## src/source/rv_core_pkg.sv

```systemverilog
// ==========================================================
// Shared widths, control encodings and instruction views of
// the RV32I integer core, referenced by scoped name
// ==========================================================
`default_nettype none

package rv_core_pkg;

	typedef logic [31:0] xlen_t;
	typedef logic [4:0]  reg_addr_t;

	// ==========================================================
	// Control encodings carried from decode to execute
	// ==========================================================

	typedef enum logic [3:0] {
		ALU_ADD, ALU_SUB, ALU_SLL, ALU_SLT, ALU_SLTU,
		ALU_XOR, ALU_SRL, ALU_SRA, ALU_OR, ALU_AND
	} alu_op_e;

	typedef enum logic [1:0] {SRCA_RS1, SRCA_PC, SRCA_ZERO} src_a_e;

	// FOUR gives the link address as PC + 4 through the ALU
	typedef enum logic [1:0] {SRCB_RS2, SRCB_IMM, SRCB_FOUR} src_b_e;

	typedef enum logic [1:0] {BCOND_NEVER, BCOND_ALWAYS, BCOND_ZERO, BCOND_NZERO} bcond_e;

	typedef enum logic {JBASE_PC, JBASE_RS1} jbase_e;

	// ==========================================================
	// Instruction formats, MSB first
	// ==========================================================

	typedef struct packed {
		logic [6:0] funct7;
		reg_addr_t  rs2;
		reg_addr_t  rs1;
		logic [2:0] funct3;
		reg_addr_t  rd;
		logic [6:0] opcode;
	} r_fmt_t;

	typedef struct packed {
		logic [11:0] imm_11_0;
		reg_addr_t   rs1;
		logic [2:0]  funct3;
		reg_addr_t   rd;
		logic [6:0]  opcode;
	} i_fmt_t;

	typedef struct packed {
		logic [6:0] imm_11_5;
		reg_addr_t  rs2;
		reg_addr_t  rs1;
		logic [2:0] funct3;
		logic [4:0] imm_4_0;
		logic [6:0] opcode;
	} s_fmt_t;

	typedef struct packed {
		logic       imm_12;
		logic [5:0] imm_10_5;
		reg_addr_t  rs2;
		reg_addr_t  rs1;
		logic [2:0] funct3;
		logic [3:0] imm_4_1;
		logic       imm_11;
		logic [6:0] opcode;
	} b_fmt_t;

	typedef struct packed {
		logic [19:0] imm_31_12;
		reg_addr_t   rd;
		logic [6:0]  opcode;
	} u_fmt_t;

	typedef struct packed {
		logic       imm_20;
		logic [9:0] imm_10_1;
		logic       imm_11;
		logic [7:0] imm_19_12;
		reg_addr_t  rd;
		logic [6:0] opcode;
	} j_fmt_t;

	// One word, six views
	typedef union packed {
		r_fmt_t r;
		i_fmt_t i;
		s_fmt_t s;
		b_fmt_t b;
		u_fmt_t u;
		j_fmt_t j;
	} rv_instr_u;

	// Major opcodes
	localparam logic [6:0] OP_LUI      = 7'b0110111;
	localparam logic [6:0] OP_AUIPC    = 7'b0010111;
	localparam logic [6:0] OP_JAL      = 7'b1101111;
	localparam logic [6:0] OP_JALR     = 7'b1100111;
	localparam logic [6:0] OP_BRANCH   = 7'b1100011;
	localparam logic [6:0] OP_LOAD     = 7'b0000011;
	localparam logic [6:0] OP_STORE    = 7'b0100011;
	localparam logic [6:0] OP_IMM      = 7'b0010011;
	localparam logic [6:0] OP_REG      = 7'b0110011;
	localparam logic [6:0] OP_MISC_MEM = 7'b0001111;
	localparam logic [6:0] OP_SYSTEM   = 7'b1110011;

endpackage

`default_nettype wire

```

## src/source/rv_stage_if.sv

```systemverilog
// ==========================================================
// Pipeline bundles between decode, register file, execute
// and the retire register
// ==========================================================
`timescale 1ns/10ps
`default_nettype none

// Decode to execute, plus the register-file read ports
interface dx_if;
	logic                   valid;
	rv_core_pkg::reg_addr_t rs1;
	rv_core_pkg::reg_addr_t rs2;
	rv_core_pkg::reg_addr_t rd;
	rv_core_pkg::xlen_t     imm;
	rv_core_pkg::xlen_t     pc;
	rv_core_pkg::alu_op_e   alu_op;
	rv_core_pkg::src_a_e    src_a;
	rv_core_pkg::src_b_e    src_b;
	rv_core_pkg::bcond_e    bcond;
	rv_core_pkg::jbase_e    jbase;
	rv_core_pkg::xlen_t     rdata1;
	rv_core_pkg::xlen_t     rdata2;

	modport dec (output valid, rs1, rs2, rd, imm, pc, alu_op, src_a, src_b, bcond, jbase);
	modport rf  (input rs1, rs2, output rdata1, rdata2);
	modport exe (input valid, rs1, rs2, rd, imm, pc, alu_op, src_a, src_b, bcond, jbase,
		rdata1, rdata2);
endinterface

// Execute to retire; advance is the pipe-wide enable
interface xw_if;
	logic                   valid;
	rv_core_pkg::reg_addr_t rd;
	rv_core_pkg::xlen_t     result;
	logic                   jump;
	rv_core_pkg::xlen_t     target;
	logic                   advance;

	modport exe (output valid, rd, result, jump, target, input advance);
	modport ret (input valid, rd, result, jump, target, output advance);
endinterface

`default_nettype wire

```

## src/source/rv_alu.sv

```systemverilog
// ==========================================================
// Integer ALU of the execute stage, purely combinational
// ==========================================================
`timescale 1ns/10ps
`default_nettype none

module rv_alu (
	input  wire rv_core_pkg::alu_op_e op_i,
	input  wire rv_core_pkg::xlen_t   a_i,
	input  wire rv_core_pkg::xlen_t   b_i,
	output rv_core_pkg::xlen_t        result_o,
	output logic                      zero_o
);

	// Shift amount from the low five bits only
	logic [4:0] shamt;

	assign shamt = b_i[4:0];

	always_comb begin
		case (op_i)
		rv_core_pkg::ALU_ADD:  result_o = a_i + b_i;
		rv_core_pkg::ALU_SUB:  result_o = a_i - b_i;
		rv_core_pkg::ALU_SLL:  result_o = a_i << shamt;
		rv_core_pkg::ALU_SLT:  result_o = {31'b0, $signed(a_i) < $signed(b_i)};
		rv_core_pkg::ALU_SLTU: result_o = {31'b0, a_i < b_i};
		rv_core_pkg::ALU_XOR:  result_o = a_i ^ b_i;
		rv_core_pkg::ALU_SRL:  result_o = a_i >> shamt;
		rv_core_pkg::ALU_SRA:  result_o = $signed(a_i) >>> shamt;
		rv_core_pkg::ALU_OR:   result_o = a_i | b_i;
		rv_core_pkg::ALU_AND:  result_o = a_i & b_i;
		default:               result_o = '0;
		endcase
	end

	// Branch conditions test this flag
	assign zero_o = (result_o == '0);

endmodule

`default_nettype wire

```

## src/source/rv_regfile.sv

```systemverilog
// ==========================================================
// Two-read one-write register file, x0 hardwired to zero
// Reads are registered when the decode-to-execute stage loads
// ==========================================================
`timescale 1ns/10ps
`default_nettype none

module rv_regfile (
	input  wire                         clk,
	input  wire                         rst_n,
	dx_if.rf                            rf,
	input  wire                         load_i,
	input  wire                         wen_i,
	input  wire rv_core_pkg::reg_addr_t waddr_i,
	input  wire rv_core_pkg::xlen_t     wdata_i
);

	// x1..x31 only
	rv_core_pkg::xlen_t regs [1:31];

	// One read port, with bypass of a write on the same edge
	function automatic rv_core_pkg::xlen_t read_port(input rv_core_pkg::reg_addr_t addr);
		if (addr == '0) begin
			return '0;
		end else if (wen_i && addr == waddr_i) begin
			return wdata_i;
		end
		return regs[addr];
	endfunction

	always_ff @(posedge clk or negedge rst_n) begin
		if (!rst_n) begin
			for (int i = 1; i < 32; i++) begin
				regs[i] <= '0;
			end
		end else if (wen_i && waddr_i != '0) begin
			regs[waddr_i] <= wdata_i;
		end
	end

	// Read data lines up with the D-to-X register
	always_ff @(posedge clk) begin
		if (load_i) begin
			rf.rdata1 <= read_port(rf.rs1);
			rf.rdata2 <= read_port(rf.rs2);
		end
	end

endmodule

`default_nettype wire

```

## src/source/rv_decode.sv

```systemverilog
// ==========================================================
// Decode stage with the PC, the input handshake and the
// D-to-X register, holding input after control transfers
// ==========================================================
`timescale 1ns/10ps
`default_nettype none

module rv_decode #(
	parameter rv_core_pkg::xlen_t RESET_VECTOR = 32'h0000_0000
) (
	input  wire                         clk,
	input  wire                         rst_n,
	input  wire                         instr_valid_i,
	input  wire rv_core_pkg::rv_instr_u instr_i,
	output logic                        instr_ready_o,
	input  wire                         advance_i,
	input  wire                         jump_taken_i,
	input  wire rv_core_pkg::xlen_t     jump_target_i,
	dx_if.dec                           dx
);

	// Next PC to hand out, and the PC it resolves to this cycle
	rv_core_pkg::xlen_t     pc_q;
	rv_core_pkg::xlen_t     pc_sel;
	logic                   accept;
	// Instruction held in D
	logic                   d_valid;
	rv_core_pkg::rv_instr_u d_instr;
	rv_core_pkg::xlen_t     d_pc;
	// Decoded controls
	logic                   d_ctrl;
	logic                   d_wr_rd;
	rv_core_pkg::xlen_t     d_imm;
	rv_core_pkg::alu_op_e   d_alu_op;
	rv_core_pkg::src_a_e    d_src_a;
	rv_core_pkg::src_b_e    d_src_b;
	rv_core_pkg::bcond_e    d_bcond;
	rv_core_pkg::jbase_e    d_jbase;

	// funct3 to ALU op; alt selects SUB or SRA
	function automatic rv_core_pkg::alu_op_e alu_fn(input logic [2:0] funct3, input logic alt);
		case (funct3)
		3'b000:  return alt ? rv_core_pkg::ALU_SUB : rv_core_pkg::ALU_ADD;
		3'b001:  return rv_core_pkg::ALU_SLL;
		3'b010:  return rv_core_pkg::ALU_SLT;
		3'b011:  return rv_core_pkg::ALU_SLTU;
		3'b100:  return rv_core_pkg::ALU_XOR;
		3'b101:  return alt ? rv_core_pkg::ALU_SRA : rv_core_pkg::ALU_SRL;
		3'b110:  return rv_core_pkg::ALU_OR;
		default: return rv_core_pkg::ALU_AND;
		endcase
	endfunction

	// ==========================================================
	// Handshake and PC
	// ==========================================================

	// No new instruction while a jump or branch waits in D
	assign instr_ready_o = advance_i & ~(d_valid & d_ctrl);
	assign accept = instr_valid_i & instr_ready_o;
	// Jump resolving in X redirects the instruction accepted now
	assign pc_sel = jump_taken_i ? jump_target_i : pc_q;

	always_ff @(posedge clk or negedge rst_n) begin
		if (!rst_n) begin
			pc_q <= RESET_VECTOR;
			d_valid <= 1'b0;
		end else begin
			if (accept) begin
				pc_q <= pc_sel + 32'd4;
			end else if (jump_taken_i) begin
				pc_q <= jump_target_i;
			end
			if (advance_i) begin
				d_valid <= accept;
			end
		end
	end

	always_ff @(posedge clk) begin
		if (accept) begin
			d_instr <= instr_i;
			d_pc <= pc_sel;
		end
	end

	// ==========================================================
	// Opcode decode
	// ==========================================================

	always_comb begin
		// Register-immediate defaults
		d_imm = {{20{d_instr.i.imm_11_0[11]}}, d_instr.i.imm_11_0};
		d_alu_op = rv_core_pkg::ALU_ADD;
		d_src_a = rv_core_pkg::SRCA_RS1;
		d_src_b = rv_core_pkg::SRCB_IMM;
		d_bcond = rv_core_pkg::BCOND_NEVER;
		d_jbase = rv_core_pkg::JBASE_PC;
		d_wr_rd = 1'b1;
		d_ctrl = 1'b0;
		case (d_instr.r.opcode)
		rv_core_pkg::OP_LUI: begin
			d_imm = {d_instr.u.imm_31_12, 12'b0};
			d_src_a = rv_core_pkg::SRCA_ZERO;
		end
		rv_core_pkg::OP_AUIPC: begin
			d_imm = {d_instr.u.imm_31_12, 12'b0};
			d_src_a = rv_core_pkg::SRCA_PC;
		end
		rv_core_pkg::OP_JAL: begin
			d_imm = {{11{d_instr.j.imm_20}}, d_instr.j.imm_20, d_instr.j.imm_19_12,
				d_instr.j.imm_11, d_instr.j.imm_10_1, 1'b0};
			d_src_a = rv_core_pkg::SRCA_PC;
			d_src_b = rv_core_pkg::SRCB_FOUR;
			d_bcond = rv_core_pkg::BCOND_ALWAYS;
			d_ctrl = 1'b1;
		end
		rv_core_pkg::OP_JALR: begin
			// I immediate from the default, target based on rs1
			d_src_a = rv_core_pkg::SRCA_PC;
			d_src_b = rv_core_pkg::SRCB_FOUR;
			d_bcond = rv_core_pkg::BCOND_ALWAYS;
			d_jbase = rv_core_pkg::JBASE_RS1;
			d_ctrl = 1'b1;
		end
		rv_core_pkg::OP_BRANCH: begin
			d_imm = {{19{d_instr.b.imm_12}}, d_instr.b.imm_12, d_instr.b.imm_11,
				d_instr.b.imm_10_5, d_instr.b.imm_4_1, 1'b0};
			d_src_b = rv_core_pkg::SRCB_RS2;
			d_wr_rd = 1'b0;
			d_ctrl = 1'b1;
			// Compare in the ALU, then test zero or non-zero
			case (d_instr.b.funct3)
			3'b000: begin
				d_alu_op = rv_core_pkg::ALU_SUB;
				d_bcond = rv_core_pkg::BCOND_ZERO;
			end
			3'b001: begin
				d_alu_op = rv_core_pkg::ALU_SUB;
				d_bcond = rv_core_pkg::BCOND_NZERO;
			end
			3'b100, 3'b101: begin
				d_alu_op = rv_core_pkg::ALU_SLT;
				d_bcond = d_instr.b.funct3[0] ? rv_core_pkg::BCOND_ZERO : rv_core_pkg::BCOND_NZERO;
			end
			3'b110, 3'b111: begin
				d_alu_op = rv_core_pkg::ALU_SLTU;
				d_bcond = d_instr.b.funct3[0] ? rv_core_pkg::BCOND_ZERO : rv_core_pkg::BCOND_NZERO;
			end
			default: d_bcond = rv_core_pkg::BCOND_NEVER;
			endcase
		end
		rv_core_pkg::OP_IMM: begin
			// funct7 only qualifies right shifts here
			d_alu_op = alu_fn(d_instr.r.funct3,
				d_instr.r.funct7[5] & (d_instr.r.funct3 == 3'b101));
		end
		rv_core_pkg::OP_REG: begin
			d_alu_op = alu_fn(d_instr.r.funct3, d_instr.r.funct7[5]);
			d_src_b = rv_core_pkg::SRCB_RS2;
		end
		default: begin
			// Loads, stores, FENCE, SYSTEM and unknown encodings retire as no-ops
			d_wr_rd = 1'b0;
		end
		endcase
	end

	// ==========================================================
	// D-to-X register
	// ==========================================================

	// Source indices go straight to the register file
	assign dx.rs1 = d_instr.r.rs1;
	assign dx.rs2 = d_instr.r.rs2;

	// Bubble with no write and no jump when D is empty
	always_ff @(posedge clk or negedge rst_n) begin
		if (!rst_n) begin
			dx.valid <= 1'b0;
			dx.rd <= '0;
			dx.bcond <= rv_core_pkg::BCOND_NEVER;
		end else if (advance_i) begin
			dx.valid <= d_valid;
			dx.rd <= (d_valid && d_wr_rd) ? d_instr.r.rd : '0;
			dx.bcond <= d_valid ? d_bcond : rv_core_pkg::BCOND_NEVER;
		end
	end

	always_ff @(posedge clk) begin
		if (advance_i) begin
			dx.imm <= d_imm;
			dx.pc <= d_pc;
			dx.alu_op <= d_alu_op;
			dx.src_a <= d_src_a;
			dx.src_b <= d_src_b;
			dx.jbase <= d_jbase;
		end
	end

endmodule

`default_nettype wire

```

## src/source/rv_execute.sv

```systemverilog
// ==========================================================
// Execute stage with forwarding, operand select, the ALU,
// branch resolution and the retire register
// ==========================================================
`timescale 1ns/10ps
`default_nettype none

module rv_execute (
	input  wire                 clk,
	input  wire                 rst_n,
	dx_if.exe                   dx,
	xw_if.exe                   xw,
	output logic                advance_o,
	output logic                jump_taken_o,
	output rv_core_pkg::xlen_t  jump_target_o
);

	// Source indices of the instruction now in X
	rv_core_pkg::reg_addr_t x_rs1;
	rv_core_pkg::reg_addr_t x_rs2;
	rv_core_pkg::xlen_t     rs1_val;
	rv_core_pkg::xlen_t     rs2_val;
	rv_core_pkg::xlen_t     op_a;
	rv_core_pkg::xlen_t     op_b;
	rv_core_pkg::xlen_t     alu_result;
	rv_core_pkg::xlen_t     target_sum;
	rv_core_pkg::xlen_t     target;
	logic                   alu_zero;
	logic                   taken;

	// Retire-register result wins over register-file data
	function automatic rv_core_pkg::xlen_t fwd(input rv_core_pkg::reg_addr_t idx,
		input rv_core_pkg::xlen_t rf_data, input rv_core_pkg::reg_addr_t w_rd,
		input rv_core_pkg::xlen_t w_data);
		if (idx == '0) begin
			return '0;
		end else if (idx == w_rd) begin
			return w_data;
		end
		return rf_data;
	endfunction

	// Whole pipe moves together
	assign advance_o = xw.advance;

	// Loads alongside the D-to-X register
	always_ff @(posedge clk) begin
		if (xw.advance) begin
			x_rs1 <= dx.rs1;
			x_rs2 <= dx.rs2;
		end
	end

	assign rs1_val = fwd(x_rs1, dx.rdata1, xw.rd, xw.result);
	assign rs2_val = fwd(x_rs2, dx.rdata2, xw.rd, xw.result);

	// Operand muxes
	always_comb begin
		case (dx.src_a)
		rv_core_pkg::SRCA_RS1: op_a = rs1_val;
		rv_core_pkg::SRCA_PC:  op_a = dx.pc;
		default:               op_a = '0;
		endcase
		case (dx.src_b)
		rv_core_pkg::SRCB_RS2:  op_b = rs2_val;
		rv_core_pkg::SRCB_IMM:  op_b = dx.imm;
		rv_core_pkg::SRCB_FOUR: op_b = 32'd4;
		default:                op_b = '0;
		endcase
	end

	rv_alu u_alu (
		.op_i     (dx.alu_op),
		.a_i      (op_a),
		.b_i      (op_b),
		.result_o (alu_result),
		.zero_o   (alu_zero)
	);

	// ==========================================================
	// Branch and jump resolution
	// ==========================================================

	always_comb begin
		case (dx.bcond)
		rv_core_pkg::BCOND_ALWAYS: taken = 1'b1;
		rv_core_pkg::BCOND_ZERO:   taken = alu_zero;
		rv_core_pkg::BCOND_NZERO:  taken = ~alu_zero;
		default:                   taken = 1'b0;
		endcase
	end

	assign target_sum = dx.imm + ((dx.jbase == rv_core_pkg::JBASE_RS1) ? rs1_val : dx.pc);
	// JALR clears bit 0
	assign target = {target_sum[31:1], target_sum[0] & (dx.jbase == rv_core_pkg::JBASE_PC)};

	// Redirect only on the edge the item moves on
	assign jump_taken_o = dx.valid & taken & xw.advance;
	assign jump_target_o = target;

	// ==========================================================
	// Retire register
	// ==========================================================

	always_ff @(posedge clk or negedge rst_n) begin
		if (!rst_n) begin
			xw.valid <= 1'b0;
			xw.rd <= '0;
			xw.jump <= 1'b0;
		end else if (xw.advance) begin
			xw.valid <= dx.valid;
			xw.rd <= dx.rd;
			xw.jump <= dx.valid & taken;
		end
	end

	always_ff @(posedge clk) begin
		if (xw.advance) begin
			xw.result <= alu_result;
			xw.target <= target;
		end
	end

endmodule

`default_nettype wire

```

## src/source/rv_int_core.sv

```systemverilog
// ==========================================================
// RV32I integer core top that takes instructions in and
// hands out one retire item per instruction over valid/ready
// ==========================================================
`timescale 1ns/10ps
`default_nettype none

module rv_int_core #(
	parameter rv_core_pkg::xlen_t RESET_VECTOR = 32'h0000_0000
) (
	input  wire                         clk,
	input  wire                         rst_n,
	// Instruction input
	input  wire                         instr_valid_i,
	input  wire rv_core_pkg::xlen_t     instr_i,
	output logic                        instr_ready_o,
	// Retire output
	output logic                        retire_valid_o,
	input  wire                         retire_ready_i,
	output rv_core_pkg::reg_addr_t      retire_rd_o,
	output rv_core_pkg::xlen_t          retire_data_o,
	output logic                        retire_jump_o,
	output rv_core_pkg::xlen_t          retire_target_o
);

	logic               advance;
	logic               jump_taken;
	rv_core_pkg::xlen_t jump_target;
	logic               retire_fire;

	dx_if dx ();
	xw_if xw ();

	// Freeze everything while a retire item is refused
	assign xw.advance = ~(retire_valid_o & ~retire_ready_i);
	assign retire_fire = retire_valid_o & retire_ready_i;

	assign retire_valid_o = xw.valid;
	assign retire_rd_o = xw.rd;
	assign retire_data_o = xw.result;
	assign retire_jump_o = xw.jump;
	assign retire_target_o = xw.target;

	rv_decode #(
		.RESET_VECTOR (RESET_VECTOR)
	) u_decode (
		.clk           (clk),
		.rst_n         (rst_n),
		.instr_valid_i (instr_valid_i),
		.instr_i       (instr_i),
		.instr_ready_o (instr_ready_o),
		.advance_i     (advance),
		.jump_taken_i  (jump_taken),
		.jump_target_i (jump_target),
		.dx            (dx.dec)
	);

	rv_execute u_execute (
		.clk           (clk),
		.rst_n         (rst_n),
		.dx            (dx.exe),
		.xw            (xw.exe),
		.advance_o     (advance),
		.jump_taken_o  (jump_taken),
		.jump_target_o (jump_target)
	);

	// Write-back happens as the item leaves
	rv_regfile u_regfile (
		.clk     (clk),
		.rst_n   (rst_n),
		.rf      (dx.rf),
		.load_i  (advance),
		.wen_i   (retire_fire),
		.waddr_i (xw.rd),
		.wdata_i (xw.result)
	);

endmodule

`default_nettype wire

```

## config.mk

```make
export PLATFORM = sky130hd
export DESIGN_NAME = rv_int_core
export DESIGN_NICKNAME = d
export VERILOG_FILES = /design/src/source/rv_core_pkg.sv /design/src/source/rv_stage_if.sv /design/src/source/rv_alu.sv /design/src/source/rv_regfile.sv /design/src/source/rv_decode.sv /design/src/source/rv_execute.sv /design/src/source/rv_int_core.sv
export SDC_FILE = /design/constraint.sdc
export NUM_CORES = 2
export LEC_CHECK = 0
export BUFFER_PORTS_ARGS = -buffer_cell sky130_fd_sc_hd__buf_4
export CAP_MARGIN = 20
export CORE_MARGIN = 2
export CORE_UTILIZATION = 40
export CTS_BUF_LIST = sky130_fd_sc_hd__clkbuf_8
export CTS_CLUSTER_SIZE = 40
export DETAILED_ROUTE_END_ITERATION = 8
export HOLD_SLACK_MARGIN = 0.12
export PLACE_DENSITY = 0.63
export SYNTH_ARGS = -nofsm -noshare
export SYNTH_HDL_FRONTEND = slang
export SYNTH_SLANG_ARGS = --single-unit
```

## constraint.sdc

```tcl
create_clock -name clk -period 12.3 [get_ports clk]
set_clock_uncertainty 0.2 [all_clocks]
set_input_delay 1.23 -clock clk [delete_from_list [all_inputs] [get_ports clk]]
set_output_delay 1.23 -clock clk [all_outputs]
set_load 0.02 [all_outputs]
```

## Yosys cells after proc, flatten, opt, wreduce, memory -nomap -nowiden

Cells that the tools add are included.

| storage, ports and cells | value |
|---|---|
| word-level logic and storage cells | 201 |
| input bits | 36 |
| flip-flop bits (word level) | 1,315 |
| output and inout bits | 72 |

| operators by class | value |
|---|---|
| magnitude comparators | 6 |
| reductions and logical operators | 25 |
| multiplexer cells | 57 |
| shift-type cells | 3 |
| bitwise operators | 20 |
| add/subtract/negate cells | 4 |
| eq/ne operators | 33 |

Operators by type and width:

| cell | number |
|---|---|
| $bwmux 992 | 1 |
| $mux 32 | 20 |
| $bmux 32 s5 | 2 |
| $pmux 32 s10 | 1 |
| $demux 32 s5 | 1 |
| $pmux 32 s3 | 1 |
| $pmux 31 s3 | 1 |
| $add 32x32->32 | 2 |
| $lt 32x32->1 | 2 |
| $pmux 32 s2 | 1 |
| $pmux 4 s7 | 2 |
| $add 32x3->32 const B | 1 |
| $and 32x32->32 | 1 |
| $logic_not 32->1 | 1 |
| $or 32x32->32 | 1 |
| $shl 32x5->32 | 1 |
| $shr 32x5->32 | 1 |
| $sshr 32x5->32 | 1 |
| $sub 32x32->32 | 1 |
| $xor 32x32->32 | 1 |
| $eq 7x7->1 const B | 3 |
| $eq 5x5->1 | 4 |
| $logic_not 5->1 | 4 |
| $ge 6x6->1 const B | 3 |
| 32 further kinds | 91 |

## Logic depth before layout (Yosys ltp)

| logic depth | value |
|---|---|
| depth after elaboration | 15 |
| mapped depth | 39 |
| depth with buffers taken out | 33 |

## Cells and area by module

A second synthesis with hierarchy kept.

| second synthesis, totals | value |
|---|---|
| cell total of the unflattened synthesis | 6,558 |
| area total of the unflattened synthesis | 78,454.0 um^2 |

Modules (own cells, without submodules):

| module | times used | area each (um^2) | cells each | seq. area each (um^2) |
|---|---|---|---|---|
| rv_regfile | 1 | 56,033.7 | 4,130 | 26,745.7 |
| rv_alu | 1 | 9,012.4 | 1,309 | 0.0 |
| rv_decode | 1 | 7,206.9 | 471 | 5,139.9 |
| rv_execute | 1 | 6,188.4 | 646 | 2,397.3 |
| rv_int_core | 1 | 12.5 | 2 | 0.0 |

## Least setup slack after synthesis

No wires, ideal clock.

| timing | value |
|---|---|
| path kind | input to register |
| from | input port retire_ready_i |
| to | register u_decode.pc_q[26] |
| arrival | 10.820 ns |
| setup slack | 1.201 ns |
| cell stages on the path | 19 |
| library setup time | 0.079 ns |
| path buffers | 4 |
| required time | 12.021 ns |
| cells stage by stage | nor2b_1 clkbuf_1 inv_1 clkbuf_1 and3_1 a21boi_2 or2_1 buf_4 buf_6 mux2_4 ha_1 nand2_1 nor3_1 and3_1 and3_1 nand4_1 or4_1 a22oi_1 xor2_1 |

| between the ends | value |
|---|---|
| longest elaborated chain between the ends | 7 |
| elaborated cells on any way between the ends | 9 |
| those cells by class | add/sub (1); mux (2); bitwise (6) |

RTL lines:

| element | line | RTL |
|---|---|---|
| start: declaration | rv_int_core.sv:19 | `input wire retire_ready_i,` |
| $not 1->1 | rv_int_core.sv:35 | `assign xw.advance = ~(retire_valid_o & ~retire_ready_i);` |
| $and 1x1->1 | rv_int_core.sv:35 |  |
| $not 1->1 | rv_int_core.sv:35 |  |
| $and 1x1->1 | rv_execute.sv:98 | `assign jump_taken_o = dx.valid & taken & xw.advance;` |
| $mux 32 | rv_decode.sv:62 | `assign pc_sel = jump_taken_i ? jump_target_i : pc_q;` |
| via u_decode.pc_sel[2] | rv_decode.sv:24 | `rv_core_pkg::xlen_t pc_sel;` |
| $add 32x3->32 | rv_decode.sv:70 | `pc_q <= pc_sel + 32'd4;` |
| $mux 32 | rv_decode.sv:69 | `if (accept) begin` |
| end signal: assignment | rv_decode.sv:70 |  |
| end signal: assignment | rv_decode.sv:72 | `pc_q <= jump_target_i;` |
| end: declaration | rv_decode.sv:23 | `rv_core_pkg::xlen_t pc_q;` |

The timed path passes the listed nets, and every way through them passes these cells.
A chain may end at the register's enable or synchronous reset.

## Worst setup path after layout

| timing | value |
|---|---|
| from | register u_execute.xw.rd[2] |
| to | register u_decode.pc_q[26] |

| between the ends | value |
|---|---|
| longest elaborated chain between the ends | 15 |
| elaborated cells on any way between the ends | 32 |
| those cells by class | add/sub (4); order compare (2); eq/ne (2); shift (3); mux (13); bitwise (7); reduce/logical (1) |

RTL lines:

| element | line | RTL |
|---|---|---|
| start: declaration | rv_stage_if.sv:39 | `modport exe (output valid, rd, result, jump, target, input advance);` |
| $eq 5x5->1 | rv_execute.sv:37 | `end else if (idx == w_rd) begin` |
| $mux 1 | rv_execute.sv:37 |  |
| $mux 1 | rv_execute.sv:35 | `if (idx == '0) begin` |
| $mux 32 | rv_execute.sv:40 | `return rf_data;` |
| $pmux 32 s3 / $pmux 32 s2 (equally long branches) | rv_execute.sv:64, rv_execute.sv:59 |  |
| $sub 32x32->32 (tied with other cells) | rv_alu.sv:23 | `rv_core_pkg::ALU_SUB: result_o = a_i - b_i;` |
| $pmux 32 s10 (*) | rv_alu.sv:21 | `case (op_i)` |
| via u_execute.alu_result[30] | rv_execute.sv:25 | `rv_core_pkg::xlen_t alu_result;` |
| $logic_not 32->1 (*) | rv_alu.sv:37 | `assign zero_o = (result_o == '0);` |
| $not 1->1 | rv_execute.sv:88 | `rv_core_pkg::BCOND_NZERO: taken = ~alu_zero;` |
| $pmux 1 s3 (*) | rv_execute.sv:85 | `case (dx.bcond)` |
| $and 1x1->1 (*) (2 in series) | rv_execute.sv:98 |  |
| $mux 32 (*) | rv_decode.sv:62 |  |
| via u_decode.pc_sel[3] | rv_decode.sv:24 |  |
| $add 32x3->32 (*) | rv_decode.sv:70 |  |
| $mux 32 (*) | rv_decode.sv:69 |  |

Mark *: on every way through the listed nets, which the timed path passes. The rest lies on a longest branch.

==> flow_metrics.env <==
export IMPL_max_stage_delay_ps=860
export IMPL_cts_buffer_depth=3
export IMPL_chipHeight_um=448
export IMPL_vias_per_cell=6.42
export IMPL_detailedRoute_firstIterationViolations=6903
export IMPL_die_x_um=448
export IMPL_synth_warning_count=0
export IMPL_num_nets_final=6254
export IMPL_weighted_congestion_at_the_end_of_routability_driven_global_placement=1.08
export IMPL_initial_utilization=0.404
export IMPL_clockRootBuffer="sky130_fd_sc_hd__clkbuf_8"
export IMPL_layout_worst_path_cycle_share=0.913
export IMPL_design_die_area_mm2=0.201
export IMPL_worstSetupEndpointType="flop"
export IMPL_worstMarginPinSlew_ps=1150
export IMPL_finalHoldViolCount=0
export IMPL_core_area_mm2=0.195
export IMPL_area_delta_synth_final_pct=10.7
export IMPL_grt_max_degree=173
export IMPL_worstSetupStartpointType="flop"
export IMPL_floorplan_rows=162
export IMPL_synth_top_flop_cell="sky130_fd_sc_hd__dfrtp_1"
export IMPL_period_needed_ps=11240
export IMPL_async_s_r_ff_share_synth=0.791
export IMPL_synth_top_area_frac=0.330
export IMPL_seq_area_frac_synth=0.435
export IMPL_syn_avg_cell_area_um2=12.9
export IMPL_post_synth_top_area_cell="sky130_fd_sc_hd__dfrtp_1"
export IMPL_route_vias_total=57200
export IMPL_vdd_drop_max_v=0.000130
export IMPL_netlist_instances=6129
export IMPL_yosys_cell_count_top_type="sky130_fd_sc_hd__mux2_2"
export IMPL_maximum_achievable_frequency_ghz=0.0890
export IMPL_global_route_wire_length_before_repair_um=418000
export IMPL_io_pins=108
export IMPL_max_cap_violations=0
export IMPL_fillCellCount=17700
export IMPL_cts_htree_levels=4
export IMPL_yosys_top_cells_count="sky130_fd_sc_hd__mux2_2 (1078), sky130_fd_sc_hd__dfrtp_1 (1040), sky130_fd_sc_hd__mux4_2 (576)"
export IMPL_synth_top_cells_by_area="sky130_fd_sc_hd__dfrtp_1 (33%), sky130_fd_sc_hd__mux4_2 (16%), sky130_fd_sc_hd__mux2_2 (15%)"
export IMPL_worst_path_max_fanout=52
export IMPL_final_layout_size_suffix_gt1_frac=0.383
export IMPL_clk_latency_worst_skew_pair_ps=1000
export IMPL_number_of_antenna_violations_at_the_first_check_in_global_routing=12
export IMPL_timing_critical_path_required_ps=12960
export IMPL_avgRoutedWirePerCell_um=32.7
export IMPL_first_global_vias=57000
export IMPL_crit_arrival_ps=11890
export IMPL_critPathKind="reg -> reg"
export IMPL_post_route_util=0.447
export IMPL_io_buffers=107
export IMPL_place_detailed_hpwl_um=190000
export IMPL_mappedNetlistArea_mm2=0.0789
export IMPL_syn_nets=6297
export IMPL_postRouteAntennaNets=0
export IMPL_clkSinkCount=1315
export IMPL_total_routing_usage_reported_by_global_routing=0.289
export IMPL_drt_wl_total_um=291000
export IMPL_worstHoldPathType="reg -> reg"
export IMPL_ys_seq_elements=1315
export IMPL_critPathSlowestCell="sky130_fd_sc_hd__a2111oi_0"
export IMPL_outcome="completed"
export IMPL_tritoncts="done"
export IMPL_number_of_distinct_library_cells_after_synthesis=96
export IMPL_fin_tns_setup_ps=0
export IMPL_rsz_0062_raised_after_global_routing="false"
export IMPL_number_of_iterations_in_the_first_detailed_routing_pass=7
export IMPL_timing_max_slew_rel_slack=0.215
export IMPL_synth_edff_count=275
export IMPL_grt_overflow_total=0
export IMPL_final_max_slew_violation_count=0
export IMPL_cellPowerDensity_mw_per_mm2=182
export IMPL_timing_final_setup_violations=0
export IMPL_cts_made_buffers=225
export IMPL_cts_clk_slew_worst_paths_ps=80
export IMPL_static_leakage_power_uw=0.0395
export IMPL_post_route_drc_count=0
[placed cells by master, fill, tap and decap left out, drive strengths merged, types with 27 or more instances in the layout]
cell type	synthesis	final
buf	176	299
dfrtp	1040	1040
mux2	1088	1088
ha	129	129
o21a	33	33
a21o	62	62
mux4	576	576
xnor2	56	56
a22o	76	76
nor2	320	320
xor2	30	30
mux2i	269	269
clkbuf	394	274
o21ai	99	99
nand3	81	81
inv	149	246
o22ai	60	60
a31oi	41	41
a21oi	215	215
o211ai	27	27
and3	34	34
edfxtp	275	275
a22oi	37	37
nand2	304	304
a311oi	31	31
clkinv	1	32
o221ai	29	29
and4	29	29
nor3	70	70
and2	55	55
[per-stage QoR]
step	total power [uW]	setup slack [ps]	std cells	cell area [um^2]	hold WS (ps)
after floorplan	8990	1200	6129	78900	200
after global placement	11600	1610	8481	82600	203
after detailed placement	11600	1440	8481	82600	205
after CTS	15700	1370	8892	87200	121
after global routing	16400	381	8894	87200	167
final	15800	1060	8898	87300	145
[area by class of cell]
type                       instances  area [um^2]  area share
clock inverter                   136          858     0.00984
multi-input combinational       4094        42000       0.482
inverter                         150          572     0.00655
clock buffer                     274         3770      0.0432
tap                             2624         3280      0.0376
antenna                            5         12.5    0.000143
sequential                      1315        34300       0.393
timing repair buffer             300         2430      0.0278
[path summary, 6_finish.rpt]
| path | from | end | slack, ps | cells past startpoint |
|---|---|---|---|---|
| max | u_execute.xw.rd[2]$_DFFE_PN0N_ | u_decode.pc_q[26]$_DFF_PN0_ | 1060 | 32 |
| min | u_decode.d_pc[25]$_DFFE_PP_ | u_decode.dx.pc[25]$_DFFE_PN_ | 150 | 0 |
| max reg2reg | u_execute.xw.rd[2]$_DFFE_PN0N_ | u_decode.pc_q[26]$_DFF_PN0_ | 1060 | 32 |
| min reg2reg | u_decode.d_pc[25]$_DFFE_PP_ | u_decode.dx.pc[25]$_DFFE_PN_ | 150 | 0 |
| max in group asynchronous | rst_n | u_regfile.regs[103]$_DFFE_PN0P_ | 8900 | 4 |
| min in group asynchronous | rst_n | u_regfile.regs[826]$_DFFE_PN0P_ | 690 | 2 |
[state kept, by name, summed over array words and instances (netlist names), 2 cells and up]
signal	cells
u_regfile.rf.rdata2	32
u_execute.xw.rd	5
u_decode.dx.bcond	2
u_decode.dx.src_b	2
u_execute.x_rs1	5
u_decode.dx.imm	32
u_decode.dx.src_a	2
u_decode.d_pc	32
u_execute.xw.target	32
u_regfile.rf.rdata1	32
u_regfile.regs	992
u_decode.dx.rd	5
u_execute.xw.result	32
u_decode.d_instr	32
u_execute.x_rs2	5
u_decode.pc_q	32
u_decode.dx.pc	32
u_decode.dx.alu_op	4
[cell families after synthesis]
family	count (synthesis)	synth area share
mux	1933	0.354
flops	1315	0.435
simple gates	1058	0.0643
compound gates	885	0.0801
buf+inv	720	0.0356
fa+ha+maj	132	0.0212
xor+xnor	86	0.00955
[routing by layer]
layer | part of all wire | GRT usage | wire length, um | vias to the layer above
li1 | - | - | - | 23400
met1 | 0.40 | 0.387 | 116000 | 30000
met2 | 0.44 | 0.432 | 129000 | 2980
met3 | 0.092 | 0.0662 | 26800 | 739
met4 | 0.066 | 0.163 | 19200 | 6
met5 | 0.00016 | 0 | 46 | -
[report_power, final]
group / leakage [uW] / total [uW] / internal (uW) / switching (uW)
logic: 0.0195 / 6300 / 1900 / 4400
registers: 0.0173 / 5460 / 5060 / 403
clock network: 0.00271 / 4070 / 2170 / 1910
[what timing repair did]
item                                   in CTS  in global routing
hold buffers                                1                  0
endpoints found under the hold margin      82                  0
resized for setup                           0                  0
setup buffers                               0                  0
[critical path, delay by kind of cell, from the launching register on]
kind | cells | cell delay, ps
XOR/XNOR | 2 | 350
buffers and inverters | 2 | 450
multiplexers | 2 | 560
AO/OA/AOI/OAI | 11 | 4000
adder cells (fa/ha/maj) | 2 | 620
AND/OR/NAND/NOR | 13 | 4230
flip-flops | 1 | 640
Power figures use the tool's default switching activity.
